==> config.mk <==
export PLATFORM = sky130hd
export DESIGN_NAME = ptp_tod_leaf
export DESIGN_NICKNAME = d
export VERILOG_FILES = /design/src/design/ptp_td_pkg.sv /design/src/design/ptp_tod_leaf.sv /design/src/design/td_deserializer.sv /design/src/design/tod_counter.sv /design/src/design/tod_frame_decoder.sv /design/src/design/tod_load_ctrl.sv
export VERILOG_INCLUDE_DIRS = /design/src /design/src/design
export SDC_FILE = /design/constraint.sdc
export NUM_CORES = 1
export LEC_CHECK = 0
export ABC_AREA = 1
export BUFFER_PORTS_ARGS = -buffer_cell sky130_fd_sc_hd__buf_2
export CAP_MARGIN = 15
export CORE_MARGIN = 2
export CORE_UTILIZATION = 62
export CTS_CLUSTER_SIZE = 40
export DETAILED_ROUTE_END_ITERATION = 6
export GPL_ROUTABILITY_DRIVEN = 0
export PLACE_DENSITY = 0.84
export SYNTH_ARGS = -nofsm -noshare
export SYNTH_HDL_FRONTEND = slang
export SYNTH_SLANG_ARGS = --single-unit
==> constraint.sdc <==
create_clock -name clk -period 7.85 [get_ports clk]
set_input_delay 1.1775 -clock clk [delete_from_list [all_inputs] [get_ports clk]]
set_output_delay 1.1775 -clock clk [all_outputs]
set_load 0.005 [all_outputs]
==> src/design/ptp_td_defs.svh <==
// word layout, word indices, period and compare window constants, included by RTL and testbench
`ifndef PTP_TD_DEFS_SVH
`define PTP_TD_DEFS_SVH

// serial word layout
`define TD_WORD_W 16

// word positions within message 0
`define TD_IDX_NS_LO 1
`define TD_IDX_NS_HI 2
`define TD_IDX_S_LO 3
`define TD_IDX_S_MID 4
`define TD_IDX_S_HI 5

// step flag in the ns high word
`define TD_STEP_BIT 15

`define TD_MSG_TOD 0

// local time base
`define TOD_PERIOD_NS 8
`define NS_PER_S 1000000000

// low ns bits ignored by the frame compare
`define TOD_CMP_SHIFT 20
`define PPS_STR_CLEAR_BIT 29
`define MISMATCH_LIMIT 3

`endif

==> src/design/ptp_td_pkg.sv <==
// shared vector types and FSM encoding of the time-of-day leaf, imported by RTL and testbench
`default_nettype none

`include "ptp_td_defs.svh"

package ptp_td_pkg;

    // one received data word
    typedef logic [`TD_WORD_W-1:0] td_word_t;

    // position of a word within its frame
    typedef logic [3:0] td_index_t;

    typedef logic [3:0] msg_id_t;

    // time of day fields
    typedef logic [47:0] tod_sec_t;
    typedef logic [29:0] tod_ns_t;

    // seconds, two zero bits, nanoseconds
    typedef logic [79:0] tod_ts_t;

    typedef logic [1:0] mismatch_cnt_t;

    // serial receiver states
    typedef enum logic [1:0] {
        DESER_IDLE,
        DESER_DATA,
        DESER_CONT
    } deser_state_e;

endpackage

`default_nettype wire

==> src/design/ptp_tod_leaf.sv <==
// top level of the time-of-day leaf, connects receiver, frame decoder, load control and counter
`default_nettype none

module ptp_tod_leaf (
    input  wire logic                 clk,
    input  wire logic                 rst,
    input  wire logic                 sdi,
    output wire ptp_td_pkg::tod_ts_t  ts_tod,
    output wire logic                 tod_step,
    output wire logic                 pps,
    output wire logic                 pps_str
);

    import ptp_td_pkg::*;

    // receiver to decoder
    wire td_word_t  word;
    wire td_index_t word_index;
    wire msg_id_t   word_msg;
    wire logic      word_last;
    wire logic      word_valid;

    // decoder to load control
    wire tod_sec_t  frame_sec;
    wire tod_ns_t   frame_ns;
    wire logic      frame_step;
    wire logic      frame_valid;

    // load control and counter
    wire logic      load;
    wire tod_sec_t  load_sec;
    wire tod_ns_t   load_ns;
    wire tod_sec_t  tod_sec;
    wire tod_ns_t   tod_ns;

    td_deserializer td_deserializer_i (
        .clk(clk),
        .rst(rst),
        .sdi(sdi),
        .word(word),
        .word_index(word_index),
        .word_msg(word_msg),
        .word_last(word_last),
        .word_valid(word_valid)
    );

    tod_frame_decoder tod_frame_decoder_i (
        .clk(clk),
        .rst(rst),
        .word(word),
        .word_index(word_index),
        .word_msg(word_msg),
        .word_last(word_last),
        .word_valid(word_valid),
        .frame_sec(frame_sec),
        .frame_ns(frame_ns),
        .frame_step(frame_step),
        .frame_valid(frame_valid)
    );

    tod_load_ctrl tod_load_ctrl_i (
        .clk(clk),
        .rst(rst),
        .frame_sec(frame_sec),
        .frame_ns(frame_ns),
        .frame_step(frame_step),
        .frame_valid(frame_valid),
        .tod_sec(tod_sec),
        .tod_ns(tod_ns),
        .load(load),
        .load_sec(load_sec),
        .load_ns(load_ns)
    );

    tod_counter tod_counter_i (
        .clk(clk),
        .rst(rst),
        .load(load),
        .load_sec(load_sec),
        .load_ns(load_ns),
        .tod_sec(tod_sec),
        .tod_ns(tod_ns),
        .ts_tod(ts_tod),
        .tod_step(tod_step),
        .pps(pps),
        .pps_str(pps_str)
    );

endmodule

`default_nettype wire

==> src/design/td_deserializer.sv <==
// serial time-distribution receiver, turns sdi into indexed words with message id and frame end
`default_nettype none

`include "ptp_td_defs.svh"

module td_deserializer (
    input  wire logic                 clk,
    input  wire logic                 rst,
    input  wire logic                 sdi,
    output ptp_td_pkg::td_word_t      word,
    output ptp_td_pkg::td_index_t     word_index,
    output ptp_td_pkg::msg_id_t       word_msg,
    output logic                      word_last,
    output logic                      word_valid
);

    import ptp_td_pkg::*;

    deser_state_e state;
    logic [3:0]   bit_cnt;
    td_word_t     shift_reg;
    td_index_t    index;
    msg_id_t      msg;

    always_ff @(posedge clk) begin
        word_valid <= 1'b0;

        case (state)
            DESER_IDLE: begin
                bit_cnt <= '0;
                // wait for start bit
                if (!sdi) begin
                    state <= DESER_DATA;
                end
            end
            DESER_DATA: begin
                // lsb first
                shift_reg <= {sdi, shift_reg[`TD_WORD_W-1:1]};
                bit_cnt <= bit_cnt + 1'b1;
                if (bit_cnt == 4'(`TD_WORD_W - 1)) begin
                    state <= DESER_CONT;
                end
            end
            DESER_CONT: begin
                word <= shift_reg;
                word_index <= index;
                word_last <= sdi;
                word_valid <= 1'b1;
                // message id lives in word 0
                if (index == '0) begin
                    msg <= shift_reg[3:0];
                    word_msg <= shift_reg[3:0];
                end else begin
                    word_msg <= msg;
                end
                bit_cnt <= '0;
                // a zero here doubles as the next start bit
                if (sdi) begin
                    state <= DESER_IDLE;
                    index <= '0;
                end else begin
                    state <= DESER_DATA;
                    index <= index + 1'b1;
                end
            end
            default: begin
                state <= DESER_IDLE;
            end
        endcase

        if (rst) begin
            state <= DESER_IDLE;
            bit_cnt <= '0;
            index <= '0;
            word_valid <= 1'b0;
        end
    end

    // words are at least 17 bit times apart
    a_word_gap: assert property (@(posedge clk) disable iff (rst) word_valid |=> !word_valid);

endmodule

`default_nettype wire

==> src/design/tod_counter.sv <==
// local time-of-day counter with rollover and pps outputs that the leaf top level loads and reads
`default_nettype none

`include "ptp_td_defs.svh"

module tod_counter (
    input  wire logic                  clk,
    input  wire logic                  rst,
    input  wire logic                  load,
    input  wire ptp_td_pkg::tod_sec_t  load_sec,
    input  wire ptp_td_pkg::tod_ns_t   load_ns,
    output ptp_td_pkg::tod_sec_t       tod_sec,
    output ptp_td_pkg::tod_ns_t        tod_ns,
    output ptp_td_pkg::tod_ts_t        ts_tod,
    output logic                       tod_step,
    output logic                       pps,
    output logic                       pps_str
);

    import ptp_td_pkg::*;

    // one extra bit so the rollover compare cannot overflow
    logic [30:0] ns_sum;

    assign ns_sum = {1'b0, tod_ns} + 31'(`TOD_PERIOD_NS);

    assign ts_tod = {tod_sec, 2'b00, tod_ns};

    always_ff @(posedge clk) begin
        tod_step <= 1'b0;
        pps <= 1'b0;

        // stretch ends halfway through the second
        if (tod_ns[`PPS_STR_CLEAR_BIT]) begin
            pps_str <= 1'b0;
        end

        if (load) begin
            tod_sec <= load_sec;
            tod_ns <= load_ns;
            tod_step <= 1'b1;
        end else if (ns_sum >= 31'(`NS_PER_S)) begin
            tod_ns <= tod_ns_t'(ns_sum - 31'(`NS_PER_S));
            tod_sec <= tod_sec + 1'b1;
            pps <= 1'b1;
            pps_str <= 1'b1;
        end else begin
            tod_ns <= tod_ns_t'(ns_sum);
        end

        if (rst) begin
            tod_sec <= '0;
            tod_ns <= '0;
            tod_step <= 1'b0;
            pps <= 1'b0;
            pps_str <= 1'b0;
        end
    end

    // ns stays below one second
    a_ns_range: assert property (@(posedge clk) disable iff (rst)
        tod_ns < tod_ns_t'(`NS_PER_S));

endmodule

`default_nettype wire

==> src/design/tod_frame_decoder.sv <==
// collects the time-of-day words of message 0 into shadow registers and flags complete frames
`default_nettype none

`include "ptp_td_defs.svh"

module tod_frame_decoder (
    input  wire logic                   clk,
    input  wire logic                   rst,
    input  wire ptp_td_pkg::td_word_t   word,
    input  wire ptp_td_pkg::td_index_t  word_index,
    input  wire ptp_td_pkg::msg_id_t    word_msg,
    input  wire logic                   word_last,
    input  wire logic                   word_valid,
    output ptp_td_pkg::tod_sec_t        frame_sec,
    output ptp_td_pkg::tod_ns_t         frame_ns,
    output logic                        frame_step,
    output logic                        frame_valid
);

    import ptp_td_pkg::*;

    // index of the next word a good frame must deliver, 0 when idle
    td_index_t next_idx;
    logic      tod_msg;

    assign tod_msg = (word_msg == msg_id_t'(`TD_MSG_TOD));

    always_ff @(posedge clk) begin
        frame_valid <= 1'b0;

        if (word_valid) begin
            if (!tod_msg) begin
                next_idx <= '0;
                frame_step <= 1'b0;
            end else if (word_index == '0) begin
                next_idx <= td_index_t'(`TD_IDX_NS_LO);
                frame_step <= 1'b0;
            end else if (word_index == next_idx) begin
                next_idx <= next_idx + 1'b1;
                case (word_index)
                    td_index_t'(`TD_IDX_NS_LO): frame_ns[15:0] <= word;
                    td_index_t'(`TD_IDX_NS_HI): begin
                        frame_ns[29:16] <= word[13:0];
                        frame_step <= frame_step | word[`TD_STEP_BIT];
                    end
                    td_index_t'(`TD_IDX_S_LO): frame_sec[15:0] <= word;
                    td_index_t'(`TD_IDX_S_MID): frame_sec[31:16] <= word;
                    td_index_t'(`TD_IDX_S_HI): begin
                        frame_sec[47:32] <= word;
                        frame_valid <= 1'b1;
                        next_idx <= '0;
                    end
                    default: next_idx <= '0;
                endcase
                // frame ended before the last seconds word
                if (word_last && word_index != td_index_t'(`TD_IDX_S_HI)) begin
                    next_idx <= '0;
                    frame_step <= 1'b0;
                end
            end else begin
                next_idx <= '0;
                frame_step <= 1'b0;
            end
        end

        if (rst) begin
            next_idx <= '0;
            frame_step <= 1'b0;
            frame_valid <= 1'b0;
        end
    end

endmodule

`default_nettype wire

==> src/design/tod_load_ctrl.sv <==
// compares received frames against local time, counts mismatches and issues counter loads
`default_nettype none

`include "ptp_td_defs.svh"

module tod_load_ctrl (
    input  wire logic                  clk,
    input  wire logic                  rst,
    input  wire ptp_td_pkg::tod_sec_t  frame_sec,
    input  wire ptp_td_pkg::tod_ns_t   frame_ns,
    input  wire logic                  frame_step,
    input  wire logic                  frame_valid,
    input  wire ptp_td_pkg::tod_sec_t  tod_sec,
    input  wire ptp_td_pkg::tod_ns_t   tod_ns,
    output logic                       load,
    output ptp_td_pkg::tod_sec_t       load_sec,
    output ptp_td_pkg::tod_ns_t        load_ns
);

    import ptp_td_pkg::*;

    mismatch_cnt_t mismatch_cnt;
    logic          reload_armed;
    logic          mismatch;

    // coarse compare, low ns bits are ignored
    assign mismatch = (frame_sec != tod_sec) ||
                      (frame_ns[29:`TOD_CMP_SHIFT] != tod_ns[29:`TOD_CMP_SHIFT]);

    always_ff @(posedge clk) begin
        load <= 1'b0;

        if (frame_valid) begin
            if (frame_step || reload_armed) begin
                load <= 1'b1;
                load_sec <= frame_sec;
                load_ns <= frame_ns;
                mismatch_cnt <= '0;
                reload_armed <= 1'b0;
            end else if (!mismatch) begin
                mismatch_cnt <= '0;
            end else if (mismatch_cnt == mismatch_cnt_t'(`MISMATCH_LIMIT)) begin
                // next frame is taken as is
                reload_armed <= 1'b1;
                mismatch_cnt <= '0;
            end else begin
                mismatch_cnt <= mismatch_cnt + 1'b1;
            end
        end

        if (rst) begin
            load <= 1'b0;
            mismatch_cnt <= '0;
            reload_armed <= 1'b0;
        end
    end

    a_load_after_frame: assert property (@(posedge clk) disable iff (rst)
        load |-> $past(frame_valid));

endmodule

`default_nettype wire

# Word-level counts from Yosys, hierarchy flattened
# Index checks and enable logic that the tools add are counted.
[word_totals]
inputBits = 3
register_bits = 299
out_inout_bits = 83
word_cells = 118
[classes]
n_eq_ne = 16
n_reduce_logical = 26
n_addsub = 7
bitwise = 6
magnitude_cmp = 1
muxes = 35
[ops]
columns = ["cell", "n"]
rows = [
  ["48-bit 2-to-1 mux", 2],
  ["30-bit 2-to-1 mux", 2],
  ["48-bit by 1-bit adder with 48-bit output, second input constant", 1],
  ["48-bit != test", 1],
  ["30-bit by 4-bit adder with 31-bit output, second input constant", 1],
  ["31-bit by 30-bit greater-or-equal comparator with 1-bit output, second input constant", 1],
  ["30-bit subtractor, second input constant", 1],
  ["4-bit 2-to-1 mux", 7],
  ["5-bit AND reduction", 5],
  ["1-bit 2-to-1 mux", 17],
  ["4-bit by 1-bit adder with 4-bit output, second input constant", 3],
  ["4-bit zero test", 3],
  ["2-bit 2-to-1 mux", 5],
  ["10-bit != test", 1],
  ["4-bit by 2-bit equality test with 1-bit output, second input constant", 2],
  ["4-bit by 3-bit equality test with 1-bit output, second input constant", 2],
  ["4-bit one-hot mux with 2 select lines", 1],
  ["2-bit AND reduction", 4],
  ["2-bit nonzero test", 4],
  ["2-bit one-hot mux with 3 select lines", 1],
  ["2-bit OR reduction", 3],
  ["5-bit != test, second input constant", 1],
  ["1-bit inverter", 5],
  ["5-bit OR reduction", 1],
  ["15 further kinds", 17],
]

# Longest topological paths before layout
[logic_depth]
depth_word = 7
mapped_depth = 21
mapped_depth_nobuf = 21

# Cells and area by module
# Synthesis repeated with hierarchy kept, for this count alone.
[unflattened]
cells_unflattened = 1864
area_unflattened_um2 = 15253.4
[modules_own_cells]
columns = ["module", "seq_area_each_um2", "area_each_um2", "instances", "cells_per_inst"]
rows = [
  ["tod_counter", 1621.6, 6974.2, 1, 1197],
  ["tod_load_ctrl", 2422.3, 3679.8, 1, 398],
  ["tod_frame_decoder", 2462.4, 2813.9, 1, 157],
  ["td_deserializer", 1451.4, 1785.5, 1, 112],
]

# Worst setup path before layout
# OpenSTA, ideal clock, no wires.
[synth_path]
path_kind = "reg2reg"
startpoint = "reg tod_frame_decoder_i.frame_valid"
endpoint = "reg tod_load_ctrl_i.load_ns[0] (enable)"
path_stages_with_launch = 3
setup_slack_ns = 3.616
required_time_ns = 7.335
arrival_ns = 3.719
path_buffers = 0
synth_period_minus_slack_ns = 4.234
setup_ns = 0.515
path_cell_list = "dfxtp_1 -> inv_1 -> nor2_1"
[synth_via]
elab_chain_len = 1
[synth_lines]
columns = ["item", "line_no", "source"]
rows = [
  ["start, declared", "tod_frame_decoder.sv:17", "output logic frame_valid"],
  ["start signal, assigned", "tod_frame_decoder.sv:29", "frame_valid <= 1'b0;"],
  ["start signal, assigned", "tod_frame_decoder.sv:50", "frame_valid <= 1'b1;"],
  ["start signal, assigned", "tod_frame_decoder.sv:69", "frame_valid <= 1'b0;"],
  ["2-bit AND reduction (no source line)", "-", ""],
  ["end signal, assigned", "tod_load_ctrl.sv:37", "load_ns <= frame_ns;"],
  ["end, declared", "tod_load_ctrl.sv:17", "output ptp_td_pkg::tod_ns_t load_ns"],
]
# Every way passes these cells.
# A chain may end at the register's enable or synchronous reset.

# Final worst setup path
[layout_path]
startpoint = "reg tod_counter_i.tod_ns[3]"
endpoint = "reg tod_counter_i.tod_sec[30]"
[layout_via]
elab_chain_len = 3
[layout_lines]
columns = ["item", "line_no", "source"]
rows = [
  ["start, declared", "tod_counter.sv:13", "output ptp_td_pkg::tod_ns_t tod_ns,"],
  ["start signal, assigned", "tod_counter.sv:40", "tod_ns <= load_ns;"],
  ["start signal, assigned", "tod_counter.sv:43", "tod_ns <= tod_ns_t'(ns_sum - 31'(`NS_PER_S));"],
  ["start signal, assigned", "tod_counter.sv:48", "tod_ns <= tod_ns_t'(ns_sum);"],
  ["30-bit by 4-bit adder with 31-bit output", "tod_counter.sv:25", "assign ns_sum = {1'b0, tod_ns} + 31'(`TOD_PERIOD_NS);"],
  ["31-bit by 30-bit greater-or-equal comparator with 1-bit output", "tod_counter.sv:42", "end else if (ns_sum >= 31'(`NS_PER_S)) begin"],
  ["2-bit nonzero test (no source line)", "-", ""],
  ["end signal, assigned", "tod_counter.sv:39", "tod_sec <= load_sec;"],
  ["end signal, assigned", "tod_counter.sv:44", "tod_sec <= tod_sec + 1'b1;"],
  ["end, declared", "tod_counter.sv:12", "output ptp_td_pkg::tod_sec_t tod_sec,"],
]
# Every way passes these cells.

==> results.toml <==
[detailed_routing]
first_drt_iteration_drcs = 1449
detailed_routing_iteration_count_for_the_pre_antenna_repair_pass = 6
ant_nets = 0
totalWireLength_um = 36180
detail_route.wl_per_cell_um = 19.15
detail_routed_via_count_per_cell = 5.959
detail_route.drc_violations = 0
via_count = 11260

[timing]
grt_setup_unrepaired = "no"
setup_tns_final_ps = 0
finalSetupViolations = 0
finalHoldViolations = 0
worst-slew-pin-transition_ps = 1068
maxClockFrequency_ghz = 0.2849
timing.clock.skew_ps = 13.89
final_period_minus_worst_setup_slack_ps = 3511
final_max_slew_viol_count = 0
finalCritPeriodShare_pct = 44.72
max_transition_margin_pct = 28.79

[logic_synthesis]
yosysSeqAreaShare_pct = 57.68
main_combinational_cell_family_by_area_after_synthesis = "simple AND/OR/NAND/NOR gates"
summed_instance_area_of_the_synthesized_netlist_um2 = 13800
netlist.area_leader.share_pct = 42.88
dominantRegCellSynth = "sky130_fd_sc_hd__edfxtp_1"
synth_cell_type_count = 44
synth_seq_cells = 299
synth_mux_area_share_pct = 0
synth_area_per_cell_um2 = 9.204
synth_top_cells_by_area = "sky130_fd_sc_hd__edfxtp_1 43%, sky130_fd_sc_hd__dfxtp_1 15%, sky130_fd_sc_hd__nand2_1 12%, sky130_fd_sc_hd__nand3_1 5.7%, sky130_fd_sc_hd__nor2_1 3.3%"
synth-simple-area-share_pct = 27.28
syn-instance-count = 1499
synthesis_warning_total = 0
post-synth-top-area-cell = "sky130_fd_sc_hd__edfxtp_1"
synth_compound_gate_area_share_pct = 3.754
async_reset_ff_share_pct = 0
adder_cell_area_share_of_the_yosys_netlist_pct = 0.7255
number_of_enable_flip_flop_cells_after_synthesis = 197
synth-xor-area-share_pct = 5.768

[worst_hold_path]
min_path_type = "reg -> reg"

[place]
dp_hpwl_um = 24850
place.port_buffers = 83
post-place-cells = 1832

[cts]
htreeDepth = 1
cts_made_buffers = 30
cts.sink_count = 299
clk_pin_slew_worst_paths_ps = 60
postCtsSetupRepairBufs = 0
clockBufferDepth = 3
cts_root_buffer = "sky130_fd_sc_hd__clkbuf_16"
clock_latency_ps = 550
tritoncts = "done"
cts_hold_repair.buffers = 0
cts_resized = 0

[flow_run]
maxCapViolCount = 0

[floorplan]
die-area_um2 = 23460
floorplan.core_area_um2 = 21820
floorplan.rows = 54
die_span_in_x_um = 153.2
floorplan.initialDensity_pct = 63.22
fp.dieH_um = 153.2
boundaryPins = 86

[power_and_ir_drop]
power.ir.vdd_worst_mv = 0.1831
power_switching_uw = 620.1
power_frac_seq_pct = 54.1
clkPwrFrac_pct = 45.1
swShare_pct = 20.02
pwr-share-comb_pct = 0.9
powerDensity_nw_per_um2 = 200.5
leakage_power_figure_nw = 5.861
p_int_mw = 2.478

[worst_setup_path]
worst_path_max_stage_delay_ps = 460
timing.setup.critical_path_class = "reg -> reg"
timing.critical_path.to_type = "flop"
worstSetupStartpointType = "flop"
worst-path-max-fanout = 44
critical_path.cell_chain = "ha_1 > nand3_4 > nor2_8 > nand2_1 > nand2_1 > inv_1 > ha_1 > inv_1 > nand2_1 > nand3_1 > nand2_1 > inv_1 > nand3_1 > nand2_2 > nand2_2 > nand3_4 > nand2_2 > inv_2 > nand2_1 > nand3_1"
critPathArrivalTime_ps = 4000
crit_required_ps = 8340
cpMaxStageDelayCell = "sky130_fd_sc_hd__dfxtp_1"
critPathMostFrequentCell = "sky130_fd_sc_hd__nand2_1"

[global_routing]
track_usage_pct = 30.69
number_of_global_route_vias_before_repair = 10520
grt_remaining_overflow = 0
grt_max_degree = 79
grt_first_pass_wirelength_um = 56640
antenna_found_initial = 0

[run_status]
run_status = "complete, no violations"

[cells_and_area]
area.growth.synth_to_final_pct = 12.01
fin_nets = 1595
reg_top3 = "tod_counter_i.tod_sec: 48 flops, tod_frame_decoder_i.frame_sec: 48 flops, tod_load_ctrl_i.load_sec: 48 flops"
final_cells = 1889
post_route_cells_drive_above_1_share_pct = 11.88
## synth_stat cells (3+ instances only)
cell / number
sky130_fd_sc_hd__inv_1: 112
sky130_fd_sc_hd__nor2_4: 4
sky130_fd_sc_hd__edfxtp_1: 197
sky130_fd_sc_hd__o21a_1: 3
sky130_fd_sc_hd__nor4_1: 20
sky130_fd_sc_hd__xor2_1: 39
sky130_fd_sc_hd__nand3_2: 3
sky130_fd_sc_hd__xnor2_1: 50
sky130_fd_sc_hd__nor3b_1: 4
sky130_fd_sc_hd__or2_2: 8
sky130_fd_sc_hd__a31oi_1: 3
sky130_fd_sc_hd__nor2_1: 120
sky130_fd_sc_hd__inv_2: 5
sky130_fd_sc_hd__nand2_2: 9
sky130_fd_sc_hd__buf_4: 10
sky130_fd_sc_hd__a21oi_1: 42
sky130_fd_sc_hd__dfxtp_1: 102
sky130_fd_sc_hd__nor2_2: 7
sky130_fd_sc_hd__buf_1: 4
sky130_fd_sc_hd__o21ai_1: 3
sky130_fd_sc_hd__ha_1: 8
sky130_fd_sc_hd__nand4_1: 27
sky130_fd_sc_hd__nand3b_1: 3
sky130_fd_sc_hd__a22oi_1: 8
sky130_fd_sc_hd__o21ai_0: 22
sky130_fd_sc_hd__nand3_1: 156
sky130_fd_sc_hd__nor3_1: 36
sky130_fd_sc_hd__nand2_1: 443
sky130_fd_sc_hd__o21bai_1: 3
sky130_fd_sc_hd__clkbuf_1: 27
sky130_fd_sc_hd__a22o_1: 4
## cells in the final DEF (no fill, tap or decap), drive strengths merged, types with 3 or more instances in the layout
| cell | netlist | final |
|---|---|---|
| nand2 | 453 | 453 |
| edfxtp | 197 | 197 |
| nand3 | 161 | 161 |
| nor2 | 133 | 133 |
| inv | 117 | 118 |
| dfxtp | 102 | 102 |
| buf | 17 | 96 |
| xnor2 | 50 | 50 |
| a21oi | 43 | 43 |
| xor2 | 40 | 40 |
| clkbuf | 27 | 37 |
| nor3 | 36 | 36 |
| nand4 | 28 | 28 |
| o21ai | 25 | 25 |
| nor4 | 20 | 20 |
| clkinv | 0 | 14 |
| or2 | 8 | 8 |
| a22oi | 8 | 8 |
| ha | 8 | 8 |
| nor3b | 4 | 4 |
| a22o | 4 | 4 |
| nand3b | 3 | 3 |
| o21bai | 3 | 3 |
| o21a | 3 | 3 |
| a31oi | 3 | 3 |
| bufinv | 0 | 3 |
## worst max-delay path, delay by kind of cell (launching register included)
kind	cells	cell delay [ps]
buffers and inverters	4	640
adder cells (fa/ha/maj)	2	490
flip-flops	1	460
AND/OR/NAND/NOR	14	1830
## per-layer routing
layer / vias up / routed length [um] / part of all wire [%] / global-route usage (%)
met5: - / 0 / 0 / 0
met4: 0 / 1981 / 5.5 / 15.17
met3: 145 / 3826 / 11 / 6.124
met2: 642 / 16540 / 46 / 48.32
met1: 5269 / 13830 / 38 / 41.00
li1: 5200 / - / - / -
## power by group through the flow
stage	logic [mW]	clock network, mW	registers, mW
after CTS	0.0269	1.41	1.67
after global routing	0.0297	1.46	1.67
after detailed placement	0.0270	0	1.71
after floorplan	0.0176	0	1.71
final	0.0271	1.40	1.67
after global placement	0.0259	0	1.71
## final timing paths
path	start	to	slack (ps)	depth (start not counted)
max	tod_counter_i.tod_ns[3]	tod_counter_i.tod_sec[30]	4340	20
min	tod_frame_decoder_i.frame_ns[13]	tod_load_ctrl_i.load_ns[13]	420	0
max reg2reg	tod_counter_i.tod_ns[3]	tod_counter_i.tod_sec[30]	4340	20
min reg2reg	tod_frame_decoder_i.frame_ns[13]	tod_load_ctrl_i.load_ns[13]	420	0
## stage by stage
step                      power [mW]  util, %  hold WS, ps  worst slack, ps  cell area (um2)
after CTS                      3.107    70.80        417.8             4420            15450
after detailed placement       1.735    66.40        408.0             4481            14490
after floorplan                1.724        -        400.3             3616            13800
after global routing           3.167    70.80        425.7             4016            15450
final                          3.098    70.81        416.9             4339            15450
after global placement         1.734    66.40        401.3             4659            14490
## area by class of cell
| cell class | count | area [um2] |
|---|---|---|
| Antenna cell | 1 | 2.502 |
| Clock buffer | 37 | 777.0 |
| Clock inverter | 19 | 183.9 |
| Fill cell | 1576 | 6370 |
| Inverter | 117 | 439.2 |
| Multi-Input combinational cell | 1040 | 5230 |
| Sequential cell | 299 | 7958 |
| Tap cell | 280 | 350.3 |
| Timing Repair Buffer | 96 | 513.0 |
## cell families after synthesis
group	Yosys count
buffers and inverters	161
xor gates and xnor gates	90
other	1
adders and majority gates	8
and+or+nand+nor	849
DFF	299
AOI/OAI and AO/OA	91
(Power assumes the default switching activity.)
